## config.mk

```make
export PLATFORM = sky130hd
export DESIGN_NAME = hififo_top
export DESIGN_NICKNAME = d
export VERILOG_FILES = /design/src/rtl/hififo_pkg.sv /design/src/rtl/pcie_link_ctrl.sv /design/src/rtl/tlp_rx_decoder.sv /design/src/rtl/h2c_fifo.sv /design/src/rtl/irq_holdoff_timer.sv /design/src/rtl/cpl_tx_builder.sv /design/src/rtl/hififo_top.sv
export SDC_FILE = /design/constraint.sdc
export NUM_CORES = 1
export LEC_CHECK = 0
export ABC_AREA = 1
export BUFFER_PORTS_ARGS = -buffer_cell sky130_fd_sc_hd__buf_2
export CAP_MARGIN = 20
export CORE_ASPECT_RATIO = 0.8
export CORE_MARGIN = 2
export CORE_UTILIZATION = 60
export DETAILED_ROUTE_END_ITERATION = 8
export HOLD_SLACK_MARGIN = 0.06
export PLACE_DENSITY = 0.82
export SLEW_MARGIN = 20
export SYNTH_ARGS = -nofsm -noshare
export SYNTH_HDL_FRONTEND = slang
export SYNTH_HIERARCHICAL = 1
export SYNTH_SLANG_ARGS = --single-unit
export TNS_END_PERCENT = 1
```

## constraint.sdc

```tcl
create_clock -name clock -period 5.9 [get_ports clock]
set_clock_uncertainty 0.15 [all_clocks]
set_input_delay 0.59 -clock clock [delete_from_list [all_inputs] [get_ports clock]]
set_output_delay 0.59 -clock clock [all_outputs]
set_load 0.02 [all_outputs]
```

## src/rtl/hififo_pkg.sv

```systemverilog
// shared sizes, register map, TLP header views and request records used by every hififo block
package hififo_pkg;

   // stream and storage sizing
   localparam int data_w     = 64;
   localparam int fifo_depth = 16;
   localparam int fifo_aw    = 4;
   localparam int dw_addr_w  = 10;
   localparam int timer_w    = 7;

   // dword offsets inside the BAR
   localparam logic [dw_addr_w-1:0] reg_fifo_data  = 10'd0;
   localparam logic [dw_addr_w-1:0] reg_status     = 10'd1;
   localparam logic [dw_addr_w-1:0] reg_irq_thresh = 10'd2;

   // max wait of unread data before an MSI
   localparam logic [timer_w-1:0] irq_holdoff_cycles = 7'd64;

   // fmt/type codes of the TLPs handled here
   localparam logic [6:0] fmt_type_mwr32 = 7'h40;
   localparam logic [6:0] fmt_type_mrd32 = 7'h00;
   localparam logic [6:0] fmt_type_cpld  = 7'h4a;

   // MSI vectors
   localparam logic [3:0] irq_num_thresh  = 4'd0;
   localparam logic [3:0] irq_num_timeout = 4'd1;

   typedef struct packed {
      logic [7:0] bus;
      logic [4:0] dev;
      logic [2:0] func;
   } pci_id_t;

   // dw0 in the low half, dw1 in the high half, as on the 64-bit stream
   typedef struct packed {
      pci_id_t     requester_id;
      logic [7:0]  tag;
      logic [3:0]  last_be;
      logic [3:0]  first_be;
      logic        rsvd;
      logic [6:0]  fmt_type;
      logic [13:0] flags;
      logic [9:0]  length;
   } req_hdr_t;

   typedef struct packed {
      pci_id_t     completer_id;
      logic [2:0]  status;
      logic        bcm;
      logic [11:0] byte_count;
      logic        rsvd;
      logic [6:0]  fmt_type;
      logic [13:0] flags;
      logic [9:0]  length;
   } cpl_hdr_t;

   typedef union packed {
      req_hdr_t req;
      cpl_hdr_t cpl;
   } tlp_qw0_u;

   typedef struct packed {
      pci_id_t              requester_id;
      logic [7:0]           tag;
      logic [dw_addr_w-1:0] dw_addr;
      logic [6:0]           lower_addr;
   } rd_req_t;

   typedef struct packed {
      logic                 strobe;
      logic [dw_addr_w-1:0] dw_addr;
      logic [31:0]          data;
   } wr_req_t;

   typedef enum logic [1:0] {
      LINK_DOWN,
      LINK_ACTIVE,
      TURNOFF_WAIT,
      TURNED_OFF
   } link_state_e;

endpackage

```

## src/rtl/pcie_link_ctrl.sv

```systemverilog
// link state tracking: user-side reset from the core and the PME turn-off handshake
`timescale 1ns/10ps

module pcie_link_ctrl (
   input  logic clock,
   input  logic rst,
   input  logic user_reset,
   input  logic user_lnk_up,
   input  logic cfg_to_turnoff,
   input  logic cpl_pending,
   output logic pci_reset,
   output logic cfg_turnoff_ok
);
   import hififo_pkg::*;

   link_state_e state;
   logic        link_ok;

   assign link_ok = user_lnk_up && !user_reset;

   // user logic stays in reset until the core reports a live link
   always_ff @(posedge clock)
   begin
      if (rst)
      begin
         pci_reset <= 1'b1;
      end
      else
      begin
         pci_reset <= user_reset | ~user_lnk_up;
      end
   end

   always_ff @(posedge clock)
   begin
      if (rst)
      begin
         state <= LINK_DOWN;
      end
      else if (!link_ok)
      begin
         state <= LINK_DOWN;
      end
      else
      begin
         case (state)
            LINK_DOWN:
               state <= LINK_ACTIVE;
            LINK_ACTIVE:
               if (cfg_to_turnoff)
               begin
                  // ack right away when nothing is in flight
                  state <= cpl_pending ? TURNOFF_WAIT : TURNED_OFF;
               end
            TURNOFF_WAIT:
               if (!cfg_to_turnoff)
                  state <= LINK_ACTIVE;
               else if (!cpl_pending)
                  state <= TURNED_OFF;
            TURNED_OFF:
               if (!cfg_to_turnoff)
                  state <= LINK_ACTIVE;
            default:
               state <= LINK_DOWN;
         endcase
      end
   end

   // held for as long as the core keeps the request up
   assign cfg_turnoff_ok = (state == TURNED_OFF);

endmodule

```

## src/rtl/tlp_rx_decoder.sv

```systemverilog
// receive-stream parser turning single-dword memory requests into write strobes and read requests
`timescale 1ns/10ps

module tlp_rx_decoder (
   input  logic                          clock,
   input  logic                          rst,
   input  logic                          rx_tvalid,
   input  logic                          rx_tlast,
   input  logic [hififo_pkg::data_w-1:0] rx_tdata,
   output hififo_pkg::wr_req_t           wr,
   output hififo_pkg::rd_req_t           rd,
   output logic                          rd_strobe
);
   import hififo_pkg::*;

   // 0 = header beat, 1 = address beat, 2 = anything beyond
   logic [1:0] beat;
   tlp_qw0_u   qw0;
   logic       addr_beat;
   logic       req_done;
   logic       is_wr;
   logic       is_rd;

   always_ff @(posedge clock)
   begin
      if (rst)
      begin
         beat <= 2'd0;
      end
      else if (rx_tvalid)
      begin
         if (rx_tlast)
            beat <= 2'd0;
         else if (beat != 2'd2)
            beat <= beat + 2'd1;
      end
   end

   always_ff @(posedge clock)
   begin
      if (rx_tvalid && (beat == 2'd0))
      begin
         qw0 <= rx_tdata;
      end
   end

   assign addr_beat = rx_tvalid && (beat == 2'd1);

   // only a two-beat packet asking for exactly one dword
   assign req_done = addr_beat && rx_tlast && (qw0.req.length == 10'd1);
   assign is_wr    = req_done && (qw0.req.fmt_type == fmt_type_mwr32);
   assign is_rd    = req_done && (qw0.req.fmt_type == fmt_type_mrd32);

   always_ff @(posedge clock)
   begin
      if (addr_beat)
      begin
         wr.dw_addr      <= rx_tdata[dw_addr_w+1:2];
         wr.data         <= rx_tdata[63:32];
         rd.requester_id <= qw0.req.requester_id;
         rd.tag          <= qw0.req.tag;
         rd.dw_addr      <= rx_tdata[dw_addr_w+1:2];
         rd.lower_addr   <= {rx_tdata[6:2], 2'b00};
      end
      if (rst)
      begin
         wr.strobe <= 1'b0;
         rd_strobe <= 1'b0;
      end
      else
      begin
         wr.strobe <= is_wr;
         rd_strobe <= is_rd;
      end
   end

endmodule

```

## src/rtl/h2c_fifo.sv

```systemverilog
// host-to-card word FIFO, first-word-fall-through read side with a fill level
`timescale 1ns/10ps

module h2c_fifo (
   input  logic                           clock,
   input  logic                           rst,
   input  logic                           push,
   input  logic [31:0]                    push_data,
   input  logic                           fifo_rd,
   output logic [31:0]                    fifo_dout,
   output logic                           fifo_empty,
   output logic [hififo_pkg::fifo_aw:0]   fifo_level
);
   import hififo_pkg::*;

   logic [31:0]        mem [fifo_depth];
   logic [fifo_aw-1:0] wr_ptr;
   logic [fifo_aw-1:0] rd_ptr;
   logic               do_push;
   logic               do_pop;

   // writes into a full buffer are lost
   assign do_push = push && (fifo_level != (fifo_aw+1)'(fifo_depth));
   assign do_pop  = fifo_rd && !fifo_empty;

   always_ff @(posedge clock)
   begin
      if (do_push)
         mem[wr_ptr] <= push_data;
   end

   always_ff @(posedge clock)
   begin
      if (rst)
      begin
         wr_ptr     <= '0;
         rd_ptr     <= '0;
         fifo_level <= '0;
      end
      else
      begin
         if (do_push)
            wr_ptr <= wr_ptr + 1'b1;
         if (do_pop)
            rd_ptr <= rd_ptr + 1'b1;
         if (do_push && !do_pop)
            fifo_level <= fifo_level + 1'b1;
         else if (do_pop && !do_push)
            fifo_level <= fifo_level - 1'b1;
      end
   end

   assign fifo_dout  = mem[rd_ptr];
   assign fifo_empty = (fifo_level == '0);

endmodule

```

## src/rtl/irq_holdoff_timer.sv

```systemverilog
// MSI request generation from the FIFO level threshold and a holdoff timer on waiting data
`timescale 1ns/10ps

module irq_holdoff_timer (
   input  logic                          clock,
   input  logic                          rst,
   input  hififo_pkg::wr_req_t           wr,
   input  logic [hififo_pkg::fifo_aw:0]  fifo_level,
   input  logic                          interrupt_rdy,
   output logic                          interrupt,
   output logic [3:0]                    interrupt_num,
   output logic [hififo_pkg::fifo_aw:0]  irq_thresh
);
   import hififo_pkg::*;

   logic               armed;
   logic [timer_w-1:0] holdoff_cnt;
   logic               fifo_push;
   logic               thresh_hit;
   logic               timed_out;
   logic               fire;

   assign fifo_push  = wr.strobe && (wr.dw_addr == reg_fifo_data);
   assign thresh_hit = (fifo_level != '0) && (fifo_level >= irq_thresh);
   assign timed_out  = (holdoff_cnt == irq_holdoff_cycles);
   assign fire       = armed && (thresh_hit || timed_out);

   always_ff @(posedge clock)
   begin
      if (rst)
         irq_thresh <= (fifo_aw+1)'(fifo_depth);
      else if (wr.strobe && (wr.dw_addr == reg_irq_thresh))
         irq_thresh <= wr.data[fifo_aw:0];
   end

   // counts only while data sits unread and an interrupt may still go out
   always_ff @(posedge clock)
   begin
      if (rst || !armed || (fifo_level == '0))
         holdoff_cnt <= '0;
      else if (!timed_out)
         holdoff_cnt <= holdoff_cnt + 1'b1;
   end

   always_ff @(posedge clock)
   begin
      if (fire)
      begin
         // threshold wins over the timeout
         interrupt_num <= thresh_hit ? irq_num_thresh : irq_num_timeout;
      end
      if (rst)
      begin
         armed     <= 1'b1;
         interrupt <= 1'b0;
      end
      else if (fire)
      begin
         armed     <= 1'b0;
         interrupt <= 1'b1;
      end
      else if (interrupt && interrupt_rdy)
      begin
         interrupt <= 1'b0;
      end
      else if (!armed && !interrupt && fifo_push)
      begin
         armed <= 1'b1;
      end
   end

endmodule

```

## src/rtl/cpl_tx_builder.sv

```systemverilog
// completion TLP generator for register reads, two beats per completion under tx back-pressure
`timescale 1ns/10ps

module cpl_tx_builder (
   input  logic                          clock,
   input  logic                          rst,
   input  logic                          rd_strobe,
   input  logic                          tx_tready,
   input  hififo_pkg::rd_req_t           rd,
   input  hififo_pkg::pci_id_t           pci_id,
   input  logic [hififo_pkg::fifo_aw:0]  fifo_level,
   input  logic [hififo_pkg::fifo_aw:0]  irq_thresh,
   output logic                          tx_tvalid,
   output logic                          tx_tlast,
   output logic                          cpl_pending,
   output logic [hififo_pkg::data_w-1:0] tx_tdata
);
   import hififo_pkg::*;

   rd_req_t     cur_req;
   rd_req_t     q_req;
   rd_req_t     load_req;
   logic [31:0] cur_data;
   logic [31:0] rd_data;
   logic        q_valid;
   logic        beat_acc;
   logic        last_acc;
   logic        load_new;
   logic        load_q;
   logic        store_q;
   tlp_qw0_u    hdr;

   assign beat_acc = tx_tvalid && tx_tready;
   assign last_acc = beat_acc && tx_tlast;

   // straight to the output when it is free, else one slot of queue
   assign load_new = rd_strobe && (!tx_tvalid || (last_acc && !q_valid));
   assign load_q   = q_valid && last_acc;
   assign store_q  = rd_strobe && !load_new && (!q_valid || load_q);
   assign load_req = load_q ? q_req : rd;

   always_comb
   begin
      case (load_req.dw_addr)
         reg_status:     rd_data = 32'(fifo_level);
         reg_irq_thresh: rd_data = 32'(irq_thresh);
         default:        rd_data = '0;
      endcase
   end

   always_ff @(posedge clock)
   begin
      // data sampled once so the beat stays put while stalled
      if (load_new || load_q)
      begin
         cur_req  <= load_req;
         cur_data <= rd_data;
      end
      if (store_q)
         q_req <= rd;
      if (rst)
      begin
         tx_tvalid <= 1'b0;
         tx_tlast  <= 1'b0;
         q_valid   <= 1'b0;
      end
      else
      begin
         if (load_new || load_q)
         begin
            tx_tvalid <= 1'b1;
            tx_tlast  <= 1'b0;
         end
         else if (last_acc)
         begin
            tx_tvalid <= 1'b0;
            tx_tlast  <= 1'b0;
         end
         else if (beat_acc)
         begin
            tx_tlast <= 1'b1;
         end
         if (store_q)
            q_valid <= 1'b1;
         else if (load_q)
            q_valid <= 1'b0;
      end
   end

   always_comb
   begin
      hdr                   = '0;
      hdr.cpl.fmt_type      = fmt_type_cpld;
      hdr.cpl.length        = 10'd1;
      hdr.cpl.completer_id  = pci_id;
      // successful completion
      hdr.cpl.status        = 3'b000;
      hdr.cpl.byte_count    = 12'd4;
   end

   assign tx_tdata = tx_tlast ?
                     {cur_data, cur_req.requester_id, cur_req.tag, 1'b0, cur_req.lower_addr} :
                     hdr;

   // drops on the cycle the final beat is taken
   assign cpl_pending = rd_strobe || q_valid || (tx_tvalid && !last_acc);

endmodule

```

## src/rtl/hififo_top.sv

```systemverilog
// top level of the user-side logic, wired to the user interface of the PCIe endpoint core
`timescale 1ns/10ps

module hififo_top (
   input  logic                          clock,
   input  logic                          rst,
   // core status and power management
   input  logic                          user_reset,
   input  logic                          user_lnk_up,
   input  logic                          cfg_to_turnoff,
   output logic                          cfg_turnoff_ok,
   output logic                          pci_reset,
   input  hififo_pkg::pci_id_t           pci_id,
   // receive stream from the core
   input  logic                          rx_tvalid,
   input  logic                          rx_tlast,
   input  logic [hififo_pkg::data_w-1:0] rx_tdata,
   // transmit stream to the core
   output logic                          tx_tvalid,
   input  logic                          tx_tready,
   output logic                          tx_tlast,
   output logic [hififo_pkg::data_w-1:0] tx_tdata,
   // MSI
   output logic                          interrupt,
   input  logic                          interrupt_rdy,
   output logic [3:0]                    interrupt_num,
   // card-side FIFO read port
   input  logic                          fifo_rd,
   output logic [31:0]                   fifo_dout,
   output logic                          fifo_empty
);
   import hififo_pkg::*;

   logic             blk_rst;
   wr_req_t          wr;
   rd_req_t          rd;
   logic             rd_strobe;
   logic             fifo_push;
   logic [fifo_aw:0] fifo_level;
   logic [fifo_aw:0] irq_thresh;
   logic             cpl_pending;

   // link loss resets everything but the link tracker
   assign blk_rst   = rst | pci_reset;
   assign fifo_push = wr.strobe && (wr.dw_addr == reg_fifo_data);

   pcie_link_ctrl i_pcie_link_ctrl (
      .clock          (clock),
      .rst            (rst),
      .user_reset     (user_reset),
      .user_lnk_up    (user_lnk_up),
      .cfg_to_turnoff (cfg_to_turnoff),
      .cpl_pending    (cpl_pending),
      .pci_reset      (pci_reset),
      .cfg_turnoff_ok (cfg_turnoff_ok)
   );

   tlp_rx_decoder i_tlp_rx_decoder (
      .clock     (clock),
      .rst       (blk_rst),
      .rx_tvalid (rx_tvalid),
      .rx_tlast  (rx_tlast),
      .rx_tdata  (rx_tdata),
      .wr        (wr),
      .rd        (rd),
      .rd_strobe (rd_strobe)
   );

   h2c_fifo i_h2c_fifo (
      .clock      (clock),
      .rst        (blk_rst),
      .push       (fifo_push),
      .push_data  (wr.data),
      .fifo_rd    (fifo_rd),
      .fifo_dout  (fifo_dout),
      .fifo_empty (fifo_empty),
      .fifo_level (fifo_level)
   );

   irq_holdoff_timer i_irq_holdoff_timer (
      .clock         (clock),
      .rst           (blk_rst),
      .wr            (wr),
      .fifo_level    (fifo_level),
      .interrupt_rdy (interrupt_rdy),
      .interrupt     (interrupt),
      .interrupt_num (interrupt_num),
      .irq_thresh    (irq_thresh)
   );

   cpl_tx_builder i_cpl_tx_builder (
      .clock       (clock),
      .rst         (blk_rst),
      .rd_strobe   (rd_strobe),
      .tx_tready   (tx_tready),
      .rd          (rd),
      .pci_id      (pci_id),
      .fifo_level  (fifo_level),
      .irq_thresh  (irq_thresh),
      .tx_tvalid   (tx_tvalid),
      .tx_tlast    (tx_tlast),
      .cpl_pending (cpl_pending),
      .tx_tdata    (tx_tdata)
   );

endmodule

```

== Yosys cells after proc, flatten, opt, wreduce, memory -nomap -nowiden ==
Memories as Yosys holds them, arrays and structs flattened. A register that Yosys moved wholly into a read port is not among the register bits.
Cells that the tools add are included.
Word-level totals
  latch bits: 0
  bits of input ports: 90
  memories: 1
  memory bits (read-only): 0
  output and inout bits: 106
  memory bits (writable): 512
  register bits after elaboration: 276
  logic and storage cells: 152
Memories
  i_h2c_fifo.mem: words 16, width 32, read ports 1, clocked after memory_dff 1, wr ports 1, RTL line h2c_fifo.sv:16  | logic [31:0] mem [fifo_depth];
Cells by class
  muxes and demuxes: 27
  order comparisons: 1
  multiply operators: 0
  div/mod/pow operators: 0
  add/subtract/negate cells: 6
  eq/ne operators: 16
  shift-type cells: 0
  bitwise operators: 4
  reductions and logical operators: 61
Operators by type and width (number)
  $mux 64: 1
  $mux 41: 1
  $logic_and 1x1->1: 26
  $eq 10x1->1 const B: 2
  $eq 10x2->1 const B: 2
  $eq 7x7->1 const B: 2
  $mux 1: 13
  $mux 2: 6
  $reduce_bool 2->1: 6
  $logic_not 1->1: 10
  $logic_not 10->1: 1
  $mux 5: 2
  $pmux 5 s2: 1
  $add 4x1->4 const B: 2
  $logic_or 1x1->1: 8
  $mux 4: 2
  $pmux 2 s4: 1
  $add 7x1->7 const B: 1
  $logic_not 7->1: 1
  $ne 2x2->1 const B: 3
  $add 5x1->5 const B: 1
  $ge 5x5->1: 1
  $logic_not 5->1: 1
  $ne 5x5->1 const B: 1
  other kinds (14): 20

== Longest topological paths before layout ==
  word-level depth: 9
  depth in mapped cells: 18
  gate-level depth less buffers: 17

== Hierarchy ==
The synthesis kept the hierarchy.
Modules (own cells, without submodules)
  h2c_fifo: area each 22950.8 sq um, instances 1, cells each 2207, sequential area each 15715.1 sq um
  tlp_rx_decoder: area each 3634.7 sq um, instances 1, cells each 174, sequential area each 3293.2 sq um
  cpl_tx_builder: area each 3595.9 sq um, instances 1, cells each 367, sequential area each 2372.3 sq um
  irq_holdoff_timer: area each 848.3 sq um, instances 1, cells each 118, sequential area each 310.3 sq um
  pcie_link_ctrl: area each 221.5 sq um, instances 1, cells each 30, sequential area each 60.1 sq um
  hififo_top: area each 80.1 sq um, instances 1, cells each 19, sequential area each 0.0 sq um

== Worst setup path before layout ==
OpenSTA, ideal clock, no wires.
  path type: input -> register
  start: input port tx_tready
  end: register i_cpl_tx_builder/q_req[0] (netlist name)
  cell stages on the path: 5
  arrival: 3.048 ns
  path buffers: 1
  required time: 5.297 ns
  library setup time: 0.453 ns
  slack: 2.249 ns
  cell sequence: nand2_1 -> nor2_2 -> nand2_1 -> buf_2 -> a21oi_1
RTL lines
  start: declaration: RTL line hififo_top.sv:20  | input logic tx_tready,

==> flow_metrics.tcl <==
set metrics [dict create \
    min_period_over_period_pct 70.0 \
    port_buffers 167 \
    dieArea_sq_mm 0.0541 \
    drv_slew 0 \
    grt_max_degree 229 \
    drt-wirelength-per-cell_um 19.2 \
    drc 0 \
    grt_pass1_vias 21400 \
    yosysMostFrequentCell "nand2_1" \
    cp.required_ns 5.16 \
    relSlewSlack_pct 22.5 \
    ios 196 \
    worstRegToRegCells 10 \
    synthTopCellsByCount "nand2_1, edfxtp_1, inv_1" \
    arrival_ns 3.39 \
    dr.first_iter.drc_count 2461 \
    syn2layout_area_growth_pct 11.8 \
    wl_mm 73.5 \
    globalRouteTotalUtil_pct 27.1 \
    ys_seq_area_share_pct 69.4 \
    status "finished clean" \
    yosys.area.top_type "edfxtp_1" \
    power_mw 10.2 \
    hp-class "input port to register" \
    layout.nets 3200 \
    timing.hold.ws_ns 0.0788 \
    antenna_found_initial 0 \
    dpl_cell_area_sq_mm 0.0325 \
    min_path_cells 1 \
    dp_hpwl_mm 38.7 \
    max_cap_violations 0 \
    path_class "register to output pin" \
    initial_utilization_pct 61.1 \
    core_area_sq_mm 0.0513 \
    syn_area_sq_mm 0.0313 \
    p_leak_nw 14.9 \
    die_width_um 259 \
    h-tree-depth 3 \
    cts.repair.resized 0 \
    endpoint_kind "output pin" \
    fmax_mhz 242 \
    crit_path_start_kind "register" \
    swShare_pct 18.8 \
    gp_congestion 0.832 \
    root_buffer "clkbuf_16" \
    drt_pass1_iterations 6 \
    gr-total-overflow 0 \
    antenna_left 0 \
    async_flop_share_pct 0 \
    ir_drop_mv 0.272 \
    drive_gt1_share_pct 11.1 \
    clockPowerShare_pct 43.0 \
    hold_violations 0 \
    p_comb_share_pct 1.1 \
    cts_tree "yes" \
    syn_avg_cell_area_sq_um 10.7 \
    die_h_um 208 \
    rows 74 \
    rsz0062_at_grt "false" \
    cts_buffer_depth 3 \
    cts_sinks 738 \
    n_antenna_cell 0 \
    synth_cell_type_count 40 \
    clock_latency_ns 0.59 \
    synth_top_area_share_pct 66.8 \
    numCtsBuffers 70 \
    final_area_sq_mm 0.0350 \
    grt_pass1_wl_mm 113 \
    synth_flop_cell "edfxtp_1" \
    postSynthCellCount 2915 \
    max_slew.worst_pin.slew_ns 1.16 \
    ys_warn_count 6 \
    synth_edf_count 697 \
    pwr-share-seq_pct 55.9 \
    r2r_setup_slack_ns 2.70 \
    synth_area_leaders "edfxtp_1, nand2_1, nand3_1" \
    avgViaCountPerCell 5.54 \
    ys_seq_elements 738 \
    vias 21200 \
    p_sw_mw 1.92 \
    cellPowerDensity_mw_per_mm2 291 \
    fin_tns_setup_ns 0 \
    period_needed_ns 4.13 \
    clkSlewWorstSetupHoldPaths_ns 0.06 \
    setup_viol 0 \
    p_int_mw 8.27 \
    crit_fanout 68 \
]
## repair_timing
item	in CTS	in global routing
hold buffers	36	0
setup buffers	0	0
endpoints found under the setup margin	0	0
hold endpoints to repair	52	0
## power by group through the flow
stage | sequential [mW] | combinational, mW | clock, mW
3_5_place_dp | 5.80 | 0.0893 | 0
4_1_cts | 5.69 | 0.110 | 4.40
3_3_place_gp | 5.80 | 0.0859 | 0
6_report | 5.69 | 0.112 | 4.38
5_1_grt | 5.69 | 0.120 | 4.60
2_1_floorplan | 5.80 | 0.0476 | 0
## through the flow
stage               cells  setup WS, ns  util (%)
floorplan            2929          2.25         -
global placement     3662          2.52      63.3
detailed placement   3662          2.48      63.3
CTS                  3819          1.82      68.3
global route         3819          1.65      68.3
finish               3819          1.77      68.3
## worst max-delay path, stage by stage, from the launching register on
cell and delay [ns]:
dfxtp_4 0.75, clkinv_2 0.59, buf_4 0.59, nand3_1 0.22, nand3_1 0.09, nand3_1 0.14, nand2_1 0.16, buf_2 0.20
## cell usage in the layout, fill, tap and decap left out, types with 2 or more instances in the layout
| cell type | n |
|---|---|
| nand4_1 | 13 |
| dfxtp_1 | 37 |
| nor2_4 | 17 |
| inv_2 | 4 |
| clkbuf_1 | 12 |
| o21ai_0 | 11 |
| edfxtp_1 | 697 |
| nor2_1 | 85 |
| nor2_2 | 4 |
| dlygate4sd3_1 | 36 |
| bufinv_16 | 6 |
| nand2_1 | 904 |
| nand3_1 | 401 |
| nand2_2 | 7 |
| dfxtp_4 | 2 |
| ha_1 | 23 |
| clkinv_1 | 15 |
| o211ai_1 | 2 |
| a21oi_1 | 16 |
| or2_2 | 8 |
| inv_1 | 504 |
| dfxtp_2 | 2 |
| clkinv_2 | 14 |
| a21oi_4 | 2 |
| nand3_2 | 2 |
| clkbuf_16 | 73 |
| conb_1 | 17 |
| buf_4 | 30 |
| nor3_4 | 2 |
| buf_2 | 167 |
| clkbuf_8 | 2 |
| xor2_1 | 4 |
## worst paths after layout
kind / start / to
max: register / fifo_dout[26]
min: rx_tdata[62] / i_tlp_rx_decoder/qw0[62]
max reg2reg: i_tlp_rx_decoder/rd[9] / i_h2c_fifo/mem[13][9]
min reg2reg: i_tlp_rx_decoder/qw0[56] / i_tlp_rx_decoder/rd[33]
## kinds of logic (layout without fill, tap and decap cells)
group	after synthesis	in the layout	share of synthesized area, %
xor+xnor	4	4	0.112
other cells	3	17	0.0359
simple gates	1450	1450	19.4
buf+inv	661	867	9.35
fa+ha+maj	24	24	0.982
flops	738	738	69.4
compound gates	35	35	0.651
## flip-flops by register name, indices dropped and copies added, names as in the netlist, 5 cells and up, named ones only
| register | flops |
|---|---|
| i_tlp_rx_decoder/qw0 | 41 |
| i_h2c_fifo/mem | 512 |
| i_irq_holdoff_timer/holdoff_cnt | 7 |
| i_tlp_rx_decoder/rd | 34 |
| i_irq_holdoff_timer/irq_thresh | 5 |
| i_cpl_tx_builder/q_req | 41 |
| i_cpl_tx_builder/cur_data | 5 |
| i_cpl_tx_builder/cur_req | 31 |
| i_h2c_fifo/fifo_level | 5 |
| i_tlp_rx_decoder/wr | 33 |
## layer usage
| layer | routed length (um) | up-vias | GRT usage, % | share of wire [%] |
|---|---|---|---|---|
| met3 | 6550 | 239 | 4.78 | 8.9 |
| met2 | 36000 | 1161 | 45.4 | 49 |
| met4 | 2870 | 0 | 11.7 | 3.9 |
| met5 | 0 | - | 0 | 0 |
| li1 | - | 9690 | - | - |
| met1 | 28000 | 10100 | 35.0 | 38 |
## cell type report
cell class | instances | area, sq um
sequential | 738 | 21800
fill | 3438 | 16300
multi-input combinational | 1530 | 6840
inverter | 512 | 1930
clock buffer | 87 | 1900
timing repair buffer | 234 | 1440
tap | 684 | 856
clock inverter | 34 | 310
(Power assumes the default switching activity.)
